`src/hw/chess_pkg.sv`:
```
`default_nettype none

package chess_pkg;

   typedef logic [3:0]   piece_t;   // bit 3 set for black
   typedef logic [255:0] board_t;   // square = row * 8 + col
   typedef logic signed [4:0] coord_t;

   localparam int BLACK_BIT = 3;

   localparam logic [2:0] PIECE_EMPTY = 3'd0;
   localparam logic [2:0] PIECE_PAWN  = 3'd1;
   localparam logic [2:0] PIECE_KNIGHT = 3'd2;
   localparam logic [2:0] PIECE_BISHOP = 3'd3;
   localparam logic [2:0] PIECE_ROOK  = 3'd4;
   localparam logic [2:0] PIECE_QUEEN = 3'd5;
   localparam logic [2:0] PIECE_KING  = 3'd6;

   typedef enum logic [2:0] {
      DIR_QUEEN,
      DIR_ROOK,
      DIR_BISHOP,
      DIR_KNIGHT,
      DIR_KING,
      DIR_PAWN
   } dir_kind_t;

   // pawn rows are for white and get negated for black
   // pawn order is double advance, left capture, single advance, right capture
   localparam coord_t DIR_ROW [0:5][0:7] = '{
      '{-1, -1, -1,  0,  0,  1,  1,  1},
      '{ 0,  0,  1, -1,  0,  0,  0,  0},
      '{ 1,  1, -1, -1,  0,  0,  0,  0},
      '{-2, -1,  1,  2,  2,  1, -1, -2},
      '{-1, -1, -1,  0,  0,  1,  1,  1},
      '{ 2,  1,  1,  1,  0,  0,  0,  0}
   };

   localparam coord_t DIR_COL [0:5][0:7] = '{
      '{-1,  0,  1, -1,  1, -1,  0,  1},
      '{ 1, -1,  0,  0,  0,  0,  0,  0},
      '{ 1, -1,  1, -1,  0,  0,  0,  0},
      '{-1, -2, -2, -1,  1,  2,  2,  1},
      '{-1,  0,  1, -1,  1, -1,  0,  1},
      '{ 0, -1,  0,  1,  0,  0,  0,  0}
   };

   localparam logic [3:0] DIR_COUNT [0:5] = '{4'd8, 4'd4, 4'd4, 4'd8, 4'd8, 4'd4};

   // indexed by white_to_move
   localparam coord_t PAWN_START_ROW [0:1] = '{5'sd6, 5'sd1};

endpackage

`default_nettype wire

```
`src/hw/move_write_if.sv`:
```
`timescale 1ns/10ps
`default_nettype none

interface move_write_if;

   logic              wr;
   chess_pkg::board_t board_after;
   logic              white_to_move;
   logic              capture;
   logic              clear;   // restarts the write counter

   modport builder (output wr, output board_after, output white_to_move, output capture);
   modport store (input wr, input board_after, input white_to_move, input capture,
                  input clear);
   modport ctrl (output clear);

endinterface

`default_nettype wire

```
`src/hw/move_gen_ctrl.sv`:
```
`timescale 1ns/10ps
`default_nettype none

module move_gen_ctrl (
   input  logic                 clk,
   input  logic                 reset,
   input  logic                 board_valid,
   input  chess_pkg::board_t    board_in,
   input  logic                 white_to_move_in,
   input  logic                 clear_moves,
   output chess_pkg::dir_kind_t step_kind,
   output logic [2:0]           step_dir,
   output chess_pkg::coord_t    step_from_row,
   output chess_pkg::coord_t    step_from_col,
   output logic                 step_req,
   input  chess_pkg::coord_t    target_row,
   input  chess_pkg::coord_t    target_col,
   input  logic                 target_on_board,
   input  logic [3:0]           dir_count,
   output logic                 emit,
   output logic [5:0]           from_sq,
   output logic [5:0]           to_sq,
   output chess_pkg::board_t    board,
   output logic                 white_to_move,
   output logic                 moves_ready,
   move_write_if.ctrl           wr_port
);

   typedef enum logic [2:0] {ST_IDLE, ST_SCAN, ST_STEP, ST_CHECK, ST_NEXT, ST_DONE} state_t;

   state_t            state;
   logic [5:0]        sq;
   logic              cont;   // slider carries on from the last target
   chess_pkg::piece_t sq_piece;
   chess_pkg::piece_t tgt_piece;
   chess_pkg::coord_t sq_row;
   chess_pkg::coord_t sq_col;
   logic [5:0]        mid_sq;
   logic              own_piece;
   logic              tgt_empty;
   logic              tgt_enemy;
   logic              mid_empty;
   logic              is_slider;
   logic              accept;
   logic              last_dir;

   assign sq_piece  = board[{sq, 2'b00} +: 4];
   assign tgt_piece = board[{target_row[2:0], target_col[2:0], 2'b00} +: 4];
   assign mid_sq    = white_to_move ? sq + 6'd8 : sq - 6'd8;
   assign sq_row    = chess_pkg::coord_t'({2'b00, sq[5:3]});
   assign sq_col    = chess_pkg::coord_t'({2'b00, sq[2:0]});

   assign own_piece = sq_piece[2:0] != chess_pkg::PIECE_EMPTY &&
                      sq_piece[2:0] <= chess_pkg::PIECE_KING &&
                      sq_piece[chess_pkg::BLACK_BIT] == !white_to_move;
   assign tgt_empty = tgt_piece[2:0] == chess_pkg::PIECE_EMPTY;
   assign tgt_enemy = !tgt_empty && tgt_piece[chess_pkg::BLACK_BIT] == white_to_move;
   assign mid_empty = board[{mid_sq, 2'b00} +: 3] == chess_pkg::PIECE_EMPTY;
   assign is_slider = step_kind inside {chess_pkg::DIR_QUEEN, chess_pkg::DIR_ROOK,
                                        chess_pkg::DIR_BISHOP};
   assign last_dir  = {1'b0, step_dir} == dir_count - 4'd1;

   always_comb
   begin
      if (step_kind == chess_pkg::DIR_PAWN)
         case (step_dir)
            3'd0:    accept = target_on_board && tgt_empty && mid_empty;
            3'd2:    accept = target_on_board && tgt_empty;
            default: accept = target_on_board && tgt_enemy;   // diagonals
         endcase
      else
         accept = target_on_board && (tgt_empty || tgt_enemy);
   end

   assign step_req      = state == ST_STEP;
   assign step_from_row = cont ? target_row : sq_row;
   assign step_from_col = cont ? target_col : sq_col;
   assign emit          = state == ST_CHECK && accept;
   assign from_sq       = sq;
   assign to_sq         = {target_row[2:0], target_col[2:0]};

   always_ff @(posedge clk)
   begin
      if (state == ST_IDLE && board_valid)
      begin
         board         <= board_in;
         white_to_move <= white_to_move_in;
      end
   end

   always_ff @(posedge clk)
   begin
      if (reset)
      begin
         state         <= ST_IDLE;
         sq            <= '0;
         cont          <= 1'b0;
         step_dir      <= '0;
         step_kind     <= chess_pkg::DIR_QUEEN;
         moves_ready   <= 1'b0;
         wr_port.clear <= 1'b0;
      end
      else
      begin
         wr_port.clear <= state == ST_IDLE && board_valid;
         case (state)
            ST_IDLE:
            begin
               moves_ready <= 1'b0;
               sq          <= '0;
               if (board_valid)
                  state <= ST_SCAN;
            end
            ST_SCAN:
            begin
               cont <= 1'b0;
               if (own_piece)
               begin
                  case (sq_piece[2:0])
                     chess_pkg::PIECE_PAWN:   step_kind <= chess_pkg::DIR_PAWN;
                     chess_pkg::PIECE_KNIGHT: step_kind <= chess_pkg::DIR_KNIGHT;
                     chess_pkg::PIECE_BISHOP: step_kind <= chess_pkg::DIR_BISHOP;
                     chess_pkg::PIECE_ROOK:   step_kind <= chess_pkg::DIR_ROOK;
                     chess_pkg::PIECE_QUEEN:  step_kind <= chess_pkg::DIR_QUEEN;
                     default:                 step_kind <= chess_pkg::DIR_KING;
                  endcase
                  // no double advance off the start row
                  if (sq_piece[2:0] == chess_pkg::PIECE_PAWN &&
                      sq_row != chess_pkg::PAWN_START_ROW[white_to_move])
                     step_dir <= 3'd1;
                  else
                     step_dir <= 3'd0;
                  state <= ST_STEP;
               end
               else if (sq == 6'd63)
                  state <= ST_DONE;
               else
                  sq <= sq + 6'd1;
            end
            ST_STEP:
               state <= ST_CHECK;   // offsets answer next cycle
            ST_CHECK:
            begin
               if (is_slider && target_on_board && tgt_empty)
               begin
                  cont  <= 1'b1;
                  state <= ST_STEP;
               end
               else if (last_dir)
                  state <= ST_NEXT;
               else
               begin
                  cont     <= 1'b0;
                  step_dir <= step_dir + 3'd1;
                  state    <= ST_STEP;
               end
            end
            ST_NEXT:
            begin
               if (sq == 6'd63)
                  state <= ST_DONE;
               else
               begin
                  sq    <= sq + 6'd1;
                  state <= ST_SCAN;
               end
            end
            ST_DONE:
            begin
               moves_ready <= !clear_moves;
               if (clear_moves)
                  state <= ST_IDLE;
            end
            default:
               state <= ST_IDLE;
         endcase
      end
   end

   a_state_valid: assert property (@(posedge clk) disable iff (reset)
      !$isunknown(state) && state inside {ST_IDLE, ST_SCAN, ST_STEP, ST_CHECK, ST_NEXT, ST_DONE});

endmodule

`default_nettype wire

```
`src/flat_wrapper.sv`:
```
// flat-port wrapper written by rule: the top's interface ports become plain ports
module move_gen_ctrl_flat 
  (clk, reset, board_valid, board_in, white_to_move_in, clear_moves, step_kind, step_dir, step_from_row, step_from_col, step_req, target_row, target_col, target_on_board, dir_count, emit, from_sq, to_sq, board, white_to_move, moves_ready, wr_port_clear);
  move_write_if wr_port_i ();
  input  logic clk;
  input  logic reset;
  input  logic board_valid;
  input  chess_pkg::board_t board_in;
  input  logic white_to_move_in;
  input  logic clear_moves;
  output chess_pkg::dir_kind_t step_kind;
  output logic [2:0] step_dir;
  output chess_pkg::coord_t step_from_row;
  output chess_pkg::coord_t step_from_col;
  output logic step_req;
  input  chess_pkg::coord_t target_row;
  input  chess_pkg::coord_t target_col;
  input  logic target_on_board;
  input  logic [3:0] dir_count;
  output logic emit;
  output logic [5:0] from_sq;
  output logic [5:0] to_sq;
  output chess_pkg::board_t board;
  output logic white_to_move;
  output logic moves_ready;
  output wire logic [$bits(wr_port_i.clear)-1:0] wr_port_clear;
  assign wr_port_clear = wr_port_i.clear;
  move_gen_ctrl u_core (.clk(clk), .reset(reset), .board_valid(board_valid), .board_in(board_in), .white_to_move_in(white_to_move_in), .clear_moves(clear_moves), .step_kind(step_kind), .step_dir(step_dir), .step_from_row(step_from_row), .step_from_col(step_from_col), .step_req(step_req), .target_row(target_row), .target_col(target_col), .target_on_board(target_on_board), .dir_count(dir_count), .emit(emit), .from_sq(from_sq), .to_sq(to_sq), .board(board), .white_to_move(white_to_move), .moves_ready(moves_ready), .wr_port(wr_port_i));
endmodule
```
`config.mk`:
```
export PLATFORM = sky130hd
export DESIGN_NAME = move_gen_ctrl_flat
export DESIGN_NICKNAME = d
export VERILOG_FILES = /design/src/hw/chess_pkg.sv /design/src/hw/move_write_if.sv /design/src/hw/move_gen_ctrl.sv /design/src/flat_wrapper.sv
export SDC_FILE = /design/constraint.sdc
export NUM_CORES = 1
export LEC_CHECK = 0
export BUFFER_PORTS_ARGS = -buffer_cell sky130_fd_sc_hd__buf_2
export CORE_AREA = 2 2 222 224
export CTS_CLUSTER_DIAMETER = 50
export DETAILED_ROUTE_END_ITERATION = 6
export DIE_AREA = 0 0 224 226
export PLACE_DENSITY = 0.52
export REMOVE_ABC_BUFFERS = 1
export SYNTH_ARGS = -nofsm -noshare
export SYNTH_HDL_FRONTEND = slang
export SYNTH_SLANG_ARGS = --single-unit
export TNS_END_PERCENT = 10
```
`constraint.sdc`:
```
create_clock -name clk -period 14.1 [get_ports clk]
set_clock_uncertainty 0.2 [all_clocks]
set_input_delay 2.82 -clock clk [delete_from_list [all_inputs] [get_ports clk]]
set_output_delay 2.82 -clock clk [all_outputs]
set_load 0.01 [all_outputs]
```
==> results of run 1 <==
## synthesized netlist by cell type (3+ instances only)
library cell	number
sky130_fd_sc_hd__nand2_1	43
sky130_fd_sc_hd__and3_1	3
sky130_fd_sc_hd__mux2i_1	28
sky130_fd_sc_hd__nor4b_1	8
sky130_fd_sc_hd__edfxtp_1	257
sky130_fd_sc_hd__mux4_2	86
sky130_fd_sc_hd__nor2b_1	9
sky130_fd_sc_hd__a221oi_2	3
sky130_fd_sc_hd__buf_6	8
sky130_fd_sc_hd__dfxtp_1	18
sky130_fd_sc_hd__buf_1	5
sky130_fd_sc_hd__a21oi_1	26
sky130_fd_sc_hd__nand2b_1	9
sky130_fd_sc_hd__mux2_2	22
sky130_fd_sc_hd__nand3b_1	3
sky130_fd_sc_hd__ha_1	6
sky130_fd_sc_hd__nand3_1	13
sky130_fd_sc_hd__o32ai_1	5
sky130_fd_sc_hd__nor3_1	47
sky130_fd_sc_hd__nor4_1	20
sky130_fd_sc_hd__xnor2_1	7
sky130_fd_sc_hd__o41ai_1	3
sky130_fd_sc_hd__or4_1	4
sky130_fd_sc_hd__nand4_1	6
sky130_fd_sc_hd__buf_4	8
sky130_fd_sc_hd__a22oi_1	7
sky130_fd_sc_hd__o21ai_0	16
sky130_fd_sc_hd__nor2_1	31
sky130_fd_sc_hd__buf_2	15
sky130_fd_sc_hd__and2_1	8
sky130_fd_sc_hd__o21a_1	6
sky130_fd_sc_hd__a2111oi_0	5
sky130_fd_sc_hd__clkbuf_1	18
sky130_fd_sc_hd__clkinv_1	3
sky130_fd_sc_hd__inv_1	13
## tightest hold or removal path: stages (launching register included)
cell and delay, ps:
sky130_fd_sc_hd__dfxtp_1 320, sky130_fd_sc_hd__nand2_1 60, sky130_fd_sc_hd__a21oi_1 50
## layout make-up
class | instances | share of cell area (%)
flip-flops and latches | 275 | 45.5
multi-input cells | 471 | 25.5
repair buffers | 573 | 16.3
clock buffers | 45 | 5.86
well taps | 622 | 4.38
clock inverters | 29 | 2.05
inverters | 16 | 0.338
diodes | 2 | 0.0282
## per-stage QoR
stage                     cell area [µm²]  utilization, %
after floorplan                     12700               -
after global placement              16400            33.8
after detailed placement            16400            33.8
after CTS                           17800            36.7
after global routing                17800            36.7
final                               17800            36.7
## sequential cells by signal, summed over array words and instances, names as in the netlist
| signal | cells |
|---|---|
| u_core.moves_ready | 1 |
| u_core.cont | 1 |
| u_core.from_sq | 6 |
| u_core.step_dir | 3 |
| u_core.step_kind | 3 |
| u_core.state | 3 |
| u_core.wr_port.clear | 1 |
| u_core.white_to_move | 1 |
| u_core.board | 256 |
## logic make-up after synthesis
kind of cell	after synthesis	share of synthesized area, %
AO/OA/AOI/OAI	102	5.61
flip-flops	275	62.2
multiplexers	136	19.0
adder cells (fa/ha/maj)	8	0.809
buffers and inverters	70	2.86
XOR/XNOR	10	0.732
AND/OR/NAND/NOR	215	8.80
## power groups by stage
stage          Clock [mW]  Combinational [mW]  Sequential, mW
6_report             1.05               0.395            1.10
5_1_grt              1.10               0.428            1.11
4_1_cts              1.07               0.404            1.10
3_5_place_dp            0               0.402            1.12
3_3_place_gp            0               0.398            1.12
2_1_floorplan           0               0.165            1.14
## layer usage
layer  track usage [%]  up-vias
met1              26.0     5102
li1                  -     4479
met3              3.51       43
met2              35.4      443
met5                 0        -
met4              5.31        0
## worst min path at each step
stage                        start                  end  slack, ps  cells past startpoint
2_1_floorplan  u_core.step_kind[1]  u_core.step_kind[1]        290                      2
3_3_place_gp    u_core.moves_ready   u_core.moves_ready        270                      2
3_5_place_dp   u_core.step_kind[1]  u_core.step_kind[1]        280                      2
4_1_cts        u_core.step_kind[1]  u_core.step_kind[1]        290                      2
5_1_grt        u_core.step_kind[1]  u_core.step_kind[1]        300                      2
6_report       u_core.step_kind[1]  u_core.step_kind[1]        280                      2
==> impl_metrics.toml, run 1 <==
[die]
floorplan.core_area_mm2 = 0.0483
core.rowCount = 81
fp.dieH_um = 226
initial_utilization_pct = 26.9
top_level_ports = 565
die_w_um = 224
dieArea_mm2 = 0.0506

[final_layout]
layout.filler_cells = 4695
layout-drive-gt1-share_pct = 54.4
stdcell_count = 2033
num-nets-final = 1661
mostFrequentLayoutCells = "sky130_fd_sc_hd__buf_2 (564), sky130_fd_sc_hd__edfxtp_1 (257), sky130_fd_sc_hd__mux4_2 (86)"
area_of_the_multi_input_gates_mm2 = 0.00454
layout.cells.most_common = "sky130_fd_sc_hd__buf_2"
syn_to_final_growth_pct = 36.8
seq_area_mm2 = 0.00809

[timing]
transition_time_at_the_pin_with_the_least_slew_margin_ps = 1120
setup_violations = 0
finalCritPeriodShare_pct = 61.9
fmaxAchievable_ghz = 0.115
finalWorstPathRequiredPeriod_ps = 8720
tns_ps = 0
holdWs_ps = 280
final.setup.worst_slack_ps = 5380
drv_slew = 0
worst_slew_margin_rel_pct = 25.4
finalHoldViolations = 0
grt_setup_unrepaired = "false"

[cts]
cts-htree-levels = 2
ctsHoldBuffers = 0
worst_setup_hold_path_clk_slew_ps = 50
number_of_buffers_on_the_longest_clock_path = 3
num_clock_sinks = 275
post_cts_resized = 0
post-cts-setup-buffer-count = 0
clock_latency_ps = 570
tritoncts = "built"
cts_bufs_inserted = 41
clock_root_buffer = "sky130_fd_sc_hd__clkbuf_16"

[yosys]
synth-edff-count = 257
ys.warnings.count = 0
cell_types_with_the_largest_area_share_after_synthesis = "sky130_fd_sc_hd__edfxtp_1 (59%), sky130_fd_sc_hd__mux4_2 (15%), sky130_fd_sc_hd__dfxtp_1 (2.8%)"
dominantRegCellSynth = "sky130_fd_sc_hd__edfxtp_1"
netlist_instances = 816
yosys_register_bits = 275
syn-mean-instance-area_um2 = 15.9
synth_top_area_share_pct = 59.4
async_reset_ff_share_pct = 0
post-synth-top-area-cell = "sky130_fd_sc_hd__edfxtp_1"
netlist-cell-type-count = 67
ys_seq_area_share_pct = 62.2
mappedNetlistArea_mm2 = 0.0130

[grt]
number_of_antenna_violations_at_the_first_check_in_global_routing = 3
grt_start_max_net_pins = 85
number_of_global_route_vias_before_repair = 10500
groute.usage.overall_pct = 20.3
globalRoute.totalOverflow = 0
grt_pass1_wl_um = 73700

[critical_path]
cp-startpoint = "target_col[1]"
critical_path_peak_fanout = 64
required_ps = 11080
critPathSlowestCell = "sky130_fd_sc_hd__or4b_2"
setup.worst_path.end_class = "output port"
cell_chain_critical_path = "buf_2, buf_4, or4b_2, a21oi_1, a2111oi_0, a2111oi_0, nand3_1, o21ai_0, buf_2"
worstPathBufferInverterCount = 3
crit_cells = 9
cp-start-kind = "input pin"
setup.worst_path.end = "emit"
reg2regPathDepth = 11
worstPathArrival_ps = 5700
cp_slowest_stage_delay_ps = 640
worst-r2r-setup-slack_ps = 9520
path_delay_family = "compound AO/OA/AOI/OAI gates"
timing.rr.end = "u_core.step_dir[0]"
crit-reg2reg-launch = "u_core.from_sq[1]"
worstSetupPathType = "in2out"

[power_and_ir_drop]
portion_of_total_power_attributed_to_sequential_cells_pct = 43.2
intPower_mw = 1.81
leakage_nw = 6.94
netSwitchingFraction_pct = 29.1
vdd.ir_drop.worst_uv = 90.4
netSwitchingPower_mw = 0.740
power.share.combinational_pct = 15.5
fin_total_pwr_mw = 2.55
cell_area_power_density_mw_per_mm2 = 143
power.clock.fraction_pct = 41.3

[placement]
placed_cells = 1957
detailedPlacementHpwl_um = 41800
dpl_worst_slack_ps = 5310
port-buffer-count = 564
globalplace.congestion = 0.845

[detailed_routing]
detail_route.drc_violations = 0
drt_pre_antenna_iters = 4
dr_wl_met2_um = 27400
route.detailed.wl_per_inst_um = 25.9
highest-signal-layer = "met4"
totalWireLength_um = 52700
detail_route.vias_per_cell = 4.95
detailroute.wirelength.met3_um = 2870
via_count = 10100
detail_route.iter0.violations = 798
antenna_left = 0
wl_met1_um = 21600

[worst_hold_path]
timing.hold.worst.class = "reg2reg"

[status]
outcome = "finished clean"

[job]
max-cap-violations = 0
No activity file was read; power rests on OpenSTA's default activity.
==> inputs of run 2 (changes only) <==
--- a/config.mk
+++ b/config.mk
@@ -6,11 +6,11 @@
 export NUM_CORES = 1
 export LEC_CHECK = 0
 export BUFFER_PORTS_ARGS = -buffer_cell sky130_fd_sc_hd__buf_2
-export CORE_AREA = 2 2 222 224
+export CORE_AREA = 2 2 218 220
 export CTS_CLUSTER_DIAMETER = 50
 export DETAILED_ROUTE_END_ITERATION = 6
-export DIE_AREA = 0 0 224 226
-export PLACE_DENSITY = 0.52
+export DIE_AREA = 0 0 220 222
+export PLACE_DENSITY = 0.54
 export REMOVE_ABC_BUFFERS = 1
 export SYNTH_ARGS = -nofsm -noshare
 export SYNTH_HDL_FRONTEND = slang
==> constraint.sdc (replaced) <==
create_clock -name clk -period 8.4 [get_ports clk]
set_clock_uncertainty 0.2 [all_clocks]
set_input_delay 1.68 -clock clk [delete_from_list [all_inputs] [get_ports clk]]
set_output_delay 1.68 -clock clk [all_outputs]
set_load 0.01 [all_outputs]
==> impl_metrics.toml, run 2 (same netlist as run 1, synthesis figures left out) <==
[status]
outcome = "finished clean"

[critical_path]
setup.worst_path.end_class = "output port"
worst-r2r-setup-slack_ps = 4030
cell_chain_critical_path = "buf_2, buf_4, or4b_2, a21oi_1, a2111oi_0, a2111oi_0, nand3_1, o21ai_0, buf_2"
critPathSlowestCell = "sky130_fd_sc_hd__buf_2"
critical_path_peak_fanout = 30
worstPathArrival_ps = 4810
required_ps = 6520
cp-start-kind = "input pin"
crit-reg2reg-launch = "u_core.from_sq[1]"
cp_slowest_stage_delay_ps = 600
timing.rr.end = "u_core.step_dir[0]"
worstSetupPathType = "in2out"
path_delay_family = "buffers and inverters"
worstPathBufferInverterCount = 3
reg2regPathDepth = 10

[timing]
finalHoldViolations = 0
fmaxAchievable_ghz = 0.149
finalCritPeriodShare_pct = 79.7
finalWorstPathRequiredPeriod_ps = 6690
tns_ps = 0
worst_slew_margin_rel_pct = 32.4
grt_setup_unrepaired = "false"
holdWs_ps = 310
drv_slew = 0
setup_violations = 0
transition_time_at_the_pin_with_the_least_slew_margin_ps = 1010

[power_and_ir_drop]
vdd.ir_drop.worst_uv = 251
cell_area_power_density_mw_per_mm2 = 232
leakage_nw = 6.83
fin_total_pwr_mw = 4.07

[grt]
number_of_global_route_vias_before_repair = 10300
grt_pass1_wl_um = 72400
globalRoute.totalOverflow = 0
groute.usage.overall_pct = 20.7
grt_start_max_net_pins = 158
number_of_antenna_violations_at_the_first_check_in_global_routing = 8

[die]
die_w_um = 220
core.rowCount = 79
top_level_ports = 565
dieArea_mm2 = 0.0488
floorplan.core_area_mm2 = 0.0463
fp.dieH_um = 222
initial_utilization_pct = 28.1

[final_layout]
stdcell_count = 2013
syn_to_final_growth_pct = 35.2
max_reg_flops = 256
top_register = "u_core.board"
layout.filler_cells = 4468
num-nets-final = 1656
layout-drive-gt1-share_pct = 53.6
layout.cells.most_common = "sky130_fd_sc_hd__buf_2"
mostFrequentLayoutCells = "sky130_fd_sc_hd__buf_2 (564), sky130_fd_sc_hd__edfxtp_1 (257), sky130_fd_sc_hd__mux4_2 (86)"

[detailed_routing]
detail_route.vias_per_cell = 5.08
via_count = 10200
detail_route.drc_violations = 0
antenna_left = 0
detail_route.iter0.violations = 859
totalWireLength_um = 52200
route.detailed.wl_per_inst_um = 25.9
drt_pre_antenna_iters = 5

[placement]
port-buffer-count = 564
globalplace.congestion = 0.874
detailedPlacementHpwl_um = 41000
placed_cells = 1939

[cts]
ctsHoldBuffers = 0
clock_root_buffer = "sky130_fd_sc_hd__clkbuf_16"
post-cts-setup-buffer-count = 0
tritoncts = "built"
worst_setup_hold_path_clk_slew_ps = 60
clock_latency_ps = 550
num_clock_sinks = 275
cts-htree-levels = 2
post_cts_resized = 0
cts_bufs_inserted = 39
number_of_buffers_on_the_longest_clock_path = 3

[worst_hold_path]
worst_hold_depth = 2
min-delay-start = "u_core.moves_ready"
hold_end = "u_core.moves_ready"
timing.hold.worst.class = "reg2reg"

[job]
max-cap-violations = 0
[run 2: how the worst max path moves through the flow]
stage          slack (ps)          start         endpoint  depth (start not counted)
2_1_floorplan          50    board_valid  u_core.board[0]                          1
3_3_place_gp         1820  target_col[1]             emit                         10
3_5_place_dp         1730  target_col[1]             emit                          9
4_1_cts              1740  target_col[1]             emit                          9
5_1_grt              1470  target_col[1]             emit                         10
6_report             1710  target_col[1]             emit                          9
[run 2: metrics by stage]
stage	worst slack (ps)	util, %	instance area (µm²)
6_report	1710	38.0	17600
5_1_grt	1470	37.9	17600
4_1_cts	1740	37.9	17500
3_5_place_dp	1730	35.3	16300
3_3_place_gp	1820	35.3	16300
2_1_floorplan	52.3	-	12700
[run 2: tightest hold or removal path: cells and delay by family (launching register included)]
family,cells,cell delay [ps]
flip-flops,1,320
AO/OA/AOI/OAI,2,130
[run 2: layer usage]
layer | GRT usage [%] | vias up | share of wire [%]
met3 | 5.79 | 85 | 7.6
li1 | - | 4467 | -
met5 | 0 | - | 0.11
met2 | 34.4 | 469 | 50
met4 | 7.08 | 8 | 2.8
met1 | 25.7 | 5198 | 40
[run 2: power by group]
group | internal (mW) | total, mW | switching [mW]
combinational | 0.291 | 0.668 | 0.377
sequential | 1.68 | 1.85 | 0.163
clock | 0.909 | 1.56 | 0.648
total | 2.88 | 4.07 | 1.19
[run 2: layout make-up]
| type | count | area (µm²) | area share (%) |
|---|---|---|---|
| Timing Repair Buffer | 570 | 2880 | 16.4 |
| Inverter | 16 | 60.1 | 0.342 |
| Antenna cell | 5 | 12.5 | 0.0713 |
| Clock inverter | 20 | 204 | 1.16 |
| Clock buffer | 49 | 1010 | 5.77 |
| Tap cell | 607 | 759 | 4.33 |
| Multi-Input combinational cell | 471 | 4540 | 25.8 |
| Sequential cell | 275 | 8090 | 46.1 |
==> inputs of run 3 (changes only) <==
==> constraint.sdc (replaced) <==
create_clock -name clk -period 6.72 [get_ports clk]
set_clock_uncertainty 0.2 [all_clocks]
set_input_delay 1.344 -clock clk [delete_from_list [all_inputs] [get_ports clk]]
set_output_delay 1.344 -clock clk [all_outputs]
set_load 0.01 [all_outputs]
==> impl_metrics.toml, run 3 (same netlist as run 1, synthesis figures left out) <==
[status]
outcome = "finished clean"

[final_layout]
layout-drive-gt1-share_pct = 54.2
num-nets-final = 1659
top_register = "u_core.board"
max_reg_flops = 256
stdcell_count = 2015
layout_cell_area_excl_fill_mm2 = 0.0177
syn_to_final_growth_pct = 36.5
mostFrequentLayoutCells = "sky130_fd_sc_hd__buf_2 (564), sky130_fd_sc_hd__edfxtp_1 (257), sky130_fd_sc_hd__mux4_2 (86)"
layout.cells.most_common = "sky130_fd_sc_hd__buf_2"

[critical_path]
worstPathBufferInverterCount = 2
required_ps = 5180
path_delay_family = "adder cells"
critPathSlowestCell = "sky130_fd_sc_hd__fa_1"
worst-r2r-setup-slack_ps = 2160
cp-start-kind = "flop"
crit_top_cell = "sky130_fd_sc_hd__o21ai_0"
timing.rr.end = "u_core.step_dir[0]"
crit-reg2reg-launch = "u_core.from_sq[0]"
cp_slowest_stage_delay_ps = 900
cell_chain_critical_path = "clkinv_1, fa_1, o21ai_0, mux4_2, or3_1, o2111ai_1, o21ai_0, buf_2"
setup.worst_path.end_class = "output port"
critical_path_peak_fanout = 12
reg2regPathDepth = 10
worstPathArrival_ps = 4180
crit_cells = 8
worstSetupPathType = "reg2out"

[grt]
globalRoute.totalOverflow = 0
number_of_antenna_violations_at_the_first_check_in_global_routing = 5
number_of_global_route_vias_before_repair = 10500
grt_pass1_wl_um = 74300
grt_start_max_net_pins = 158
groute.usage.overall_pct = 21.1

[timing]
grt_setup_unrepaired = "false"
finalWorstPathRequiredPeriod_ps = 5720
finalCritPeriodShare_pct = 85.2
final.setup.worst_slack_ps = 997
transition_time_at_the_pin_with_the_least_slew_margin_ps = 986
holdWs_ps = 314
finalHoldViolations = 0
fmaxAchievable_ghz = 0.175
setup_violations = 0
drv_slew = 0
worst_slew_margin_rel_pct = 34.3

[detailed_routing]
totalWireLength_um = 52800
route.detailed.wl_per_inst_um = 26.2
detail_route.iter0.violations = 818
via_count = 10300
antenna_left = 0
detail_route.drc_violations = 0
detail_route.vias_per_cell = 5.11
drt_pre_antenna_iters = 5

[placement]
port-buffer-count = 564
placement.cell_area_mm2 = 0.0163
detailedPlacementHpwl_um = 41700
placed_cells = 1942
globalplace.congestion = 0.869
dpl_worst_slack_ps = 1060

[die]
die_w_um = 220
dieArea_mm2 = 0.0488
fp.dieH_um = 222
core.rowCount = 79
top_level_ports = 565
floorplan.core_area_mm2 = 0.0463
initial_utilization_pct = 28.1

[cts]
cts-htree-levels = 2
clock_root_buffer = "sky130_fd_sc_hd__clkbuf_16"
worst_setup_hold_path_clk_slew_ps = 60
clock_latency_ps = 560
cts_bufs_inserted = 39
number_of_buffers_on_the_longest_clock_path = 3
ctsHoldBuffers = 0
num_clock_sinks = 275
post_cts_resized = 0
tritoncts = "built"
post-cts-setup-buffer-count = 0

[power_and_ir_drop]
cell_area_power_density_mw_per_mm2 = 299
leakage_nw = 6.93
vdd.ir_drop.worst_uv = 226
fin_total_pwr_mw = 5.30

[job]
max-cap-violations = 0

[worst_hold_path]
timing.hold.worst.class = "reg2reg"
worst_hold_depth = 2
hold_end = "u_core.moves_ready"
min-delay-start = "u_core.moves_ready"
run 3: tightest hold or removal path: stages (launching register included):
cell and delay [ps]:
sky130_fd_sc_hd__dfxtp_1 320, sky130_fd_sc_hd__o21ai_0 70, sky130_fd_sc_hd__a21oi_1 60
run 3: layout make-up:
class,count,area [µm²]
Timing Repair Buffer,573,2900
Fill cell,4451,28500
Antenna cell,1,2.50
Clock inverter,28,340
Multi-Input combinational cell,471,4540
Sequential cell,275,8090
Clock buffer,44,1040
Tap cell,607,759
Inverter,16,60.1
run 3: worst max path at each step:
stage                       to  slack (ps)               from
2_1_floorplan  u_core.board[0]       -1290        board_valid
3_3_place_gp              emit        1110      target_col[0]
3_5_place_dp              emit        1060      target_col[0]
4_1_cts                   emit         900  u_core.from_sq[3]
5_1_grt                   emit         690  u_core.from_sq[0]
6_report                  emit        1000  u_core.from_sq[3]
run 3: layer usage:
metal  vias up  global-route usage, %  share of wire, %
met3        52                   3.95               6.5
met5         -                      0             0.078
met2       506                   36.3                51
met4         6                   4.78               1.4
li1       4479                      -                 -
met1      5245                   27.4                41
run 3: stage by stage:
| step | utilization (%) | setup TNS [ps] |
|---|---|---|
| 6_report | 38.3 | 0 |
| 5_1_grt | 38.3 | 0 |
| 4_1_cts | 38.3 | 0 |
| 3_5_place_dp | 35.3 | 0 |
| 3_3_place_gp | 35.3 | 0 |
| 2_1_floorplan | - | -333140 |
run 3: power breakdown:
| group | leakage [nW] | switching (mW) | internal, mW |
|---|---|---|---|
| sequential | 2.60 | 0.211 | 2.10 |
| combinational | 3.66 | 0.461 | 0.365 |
| clock | 0.668 | 0.853 | 1.30 |
| total | 6.93 | 1.53 | 3.77 |
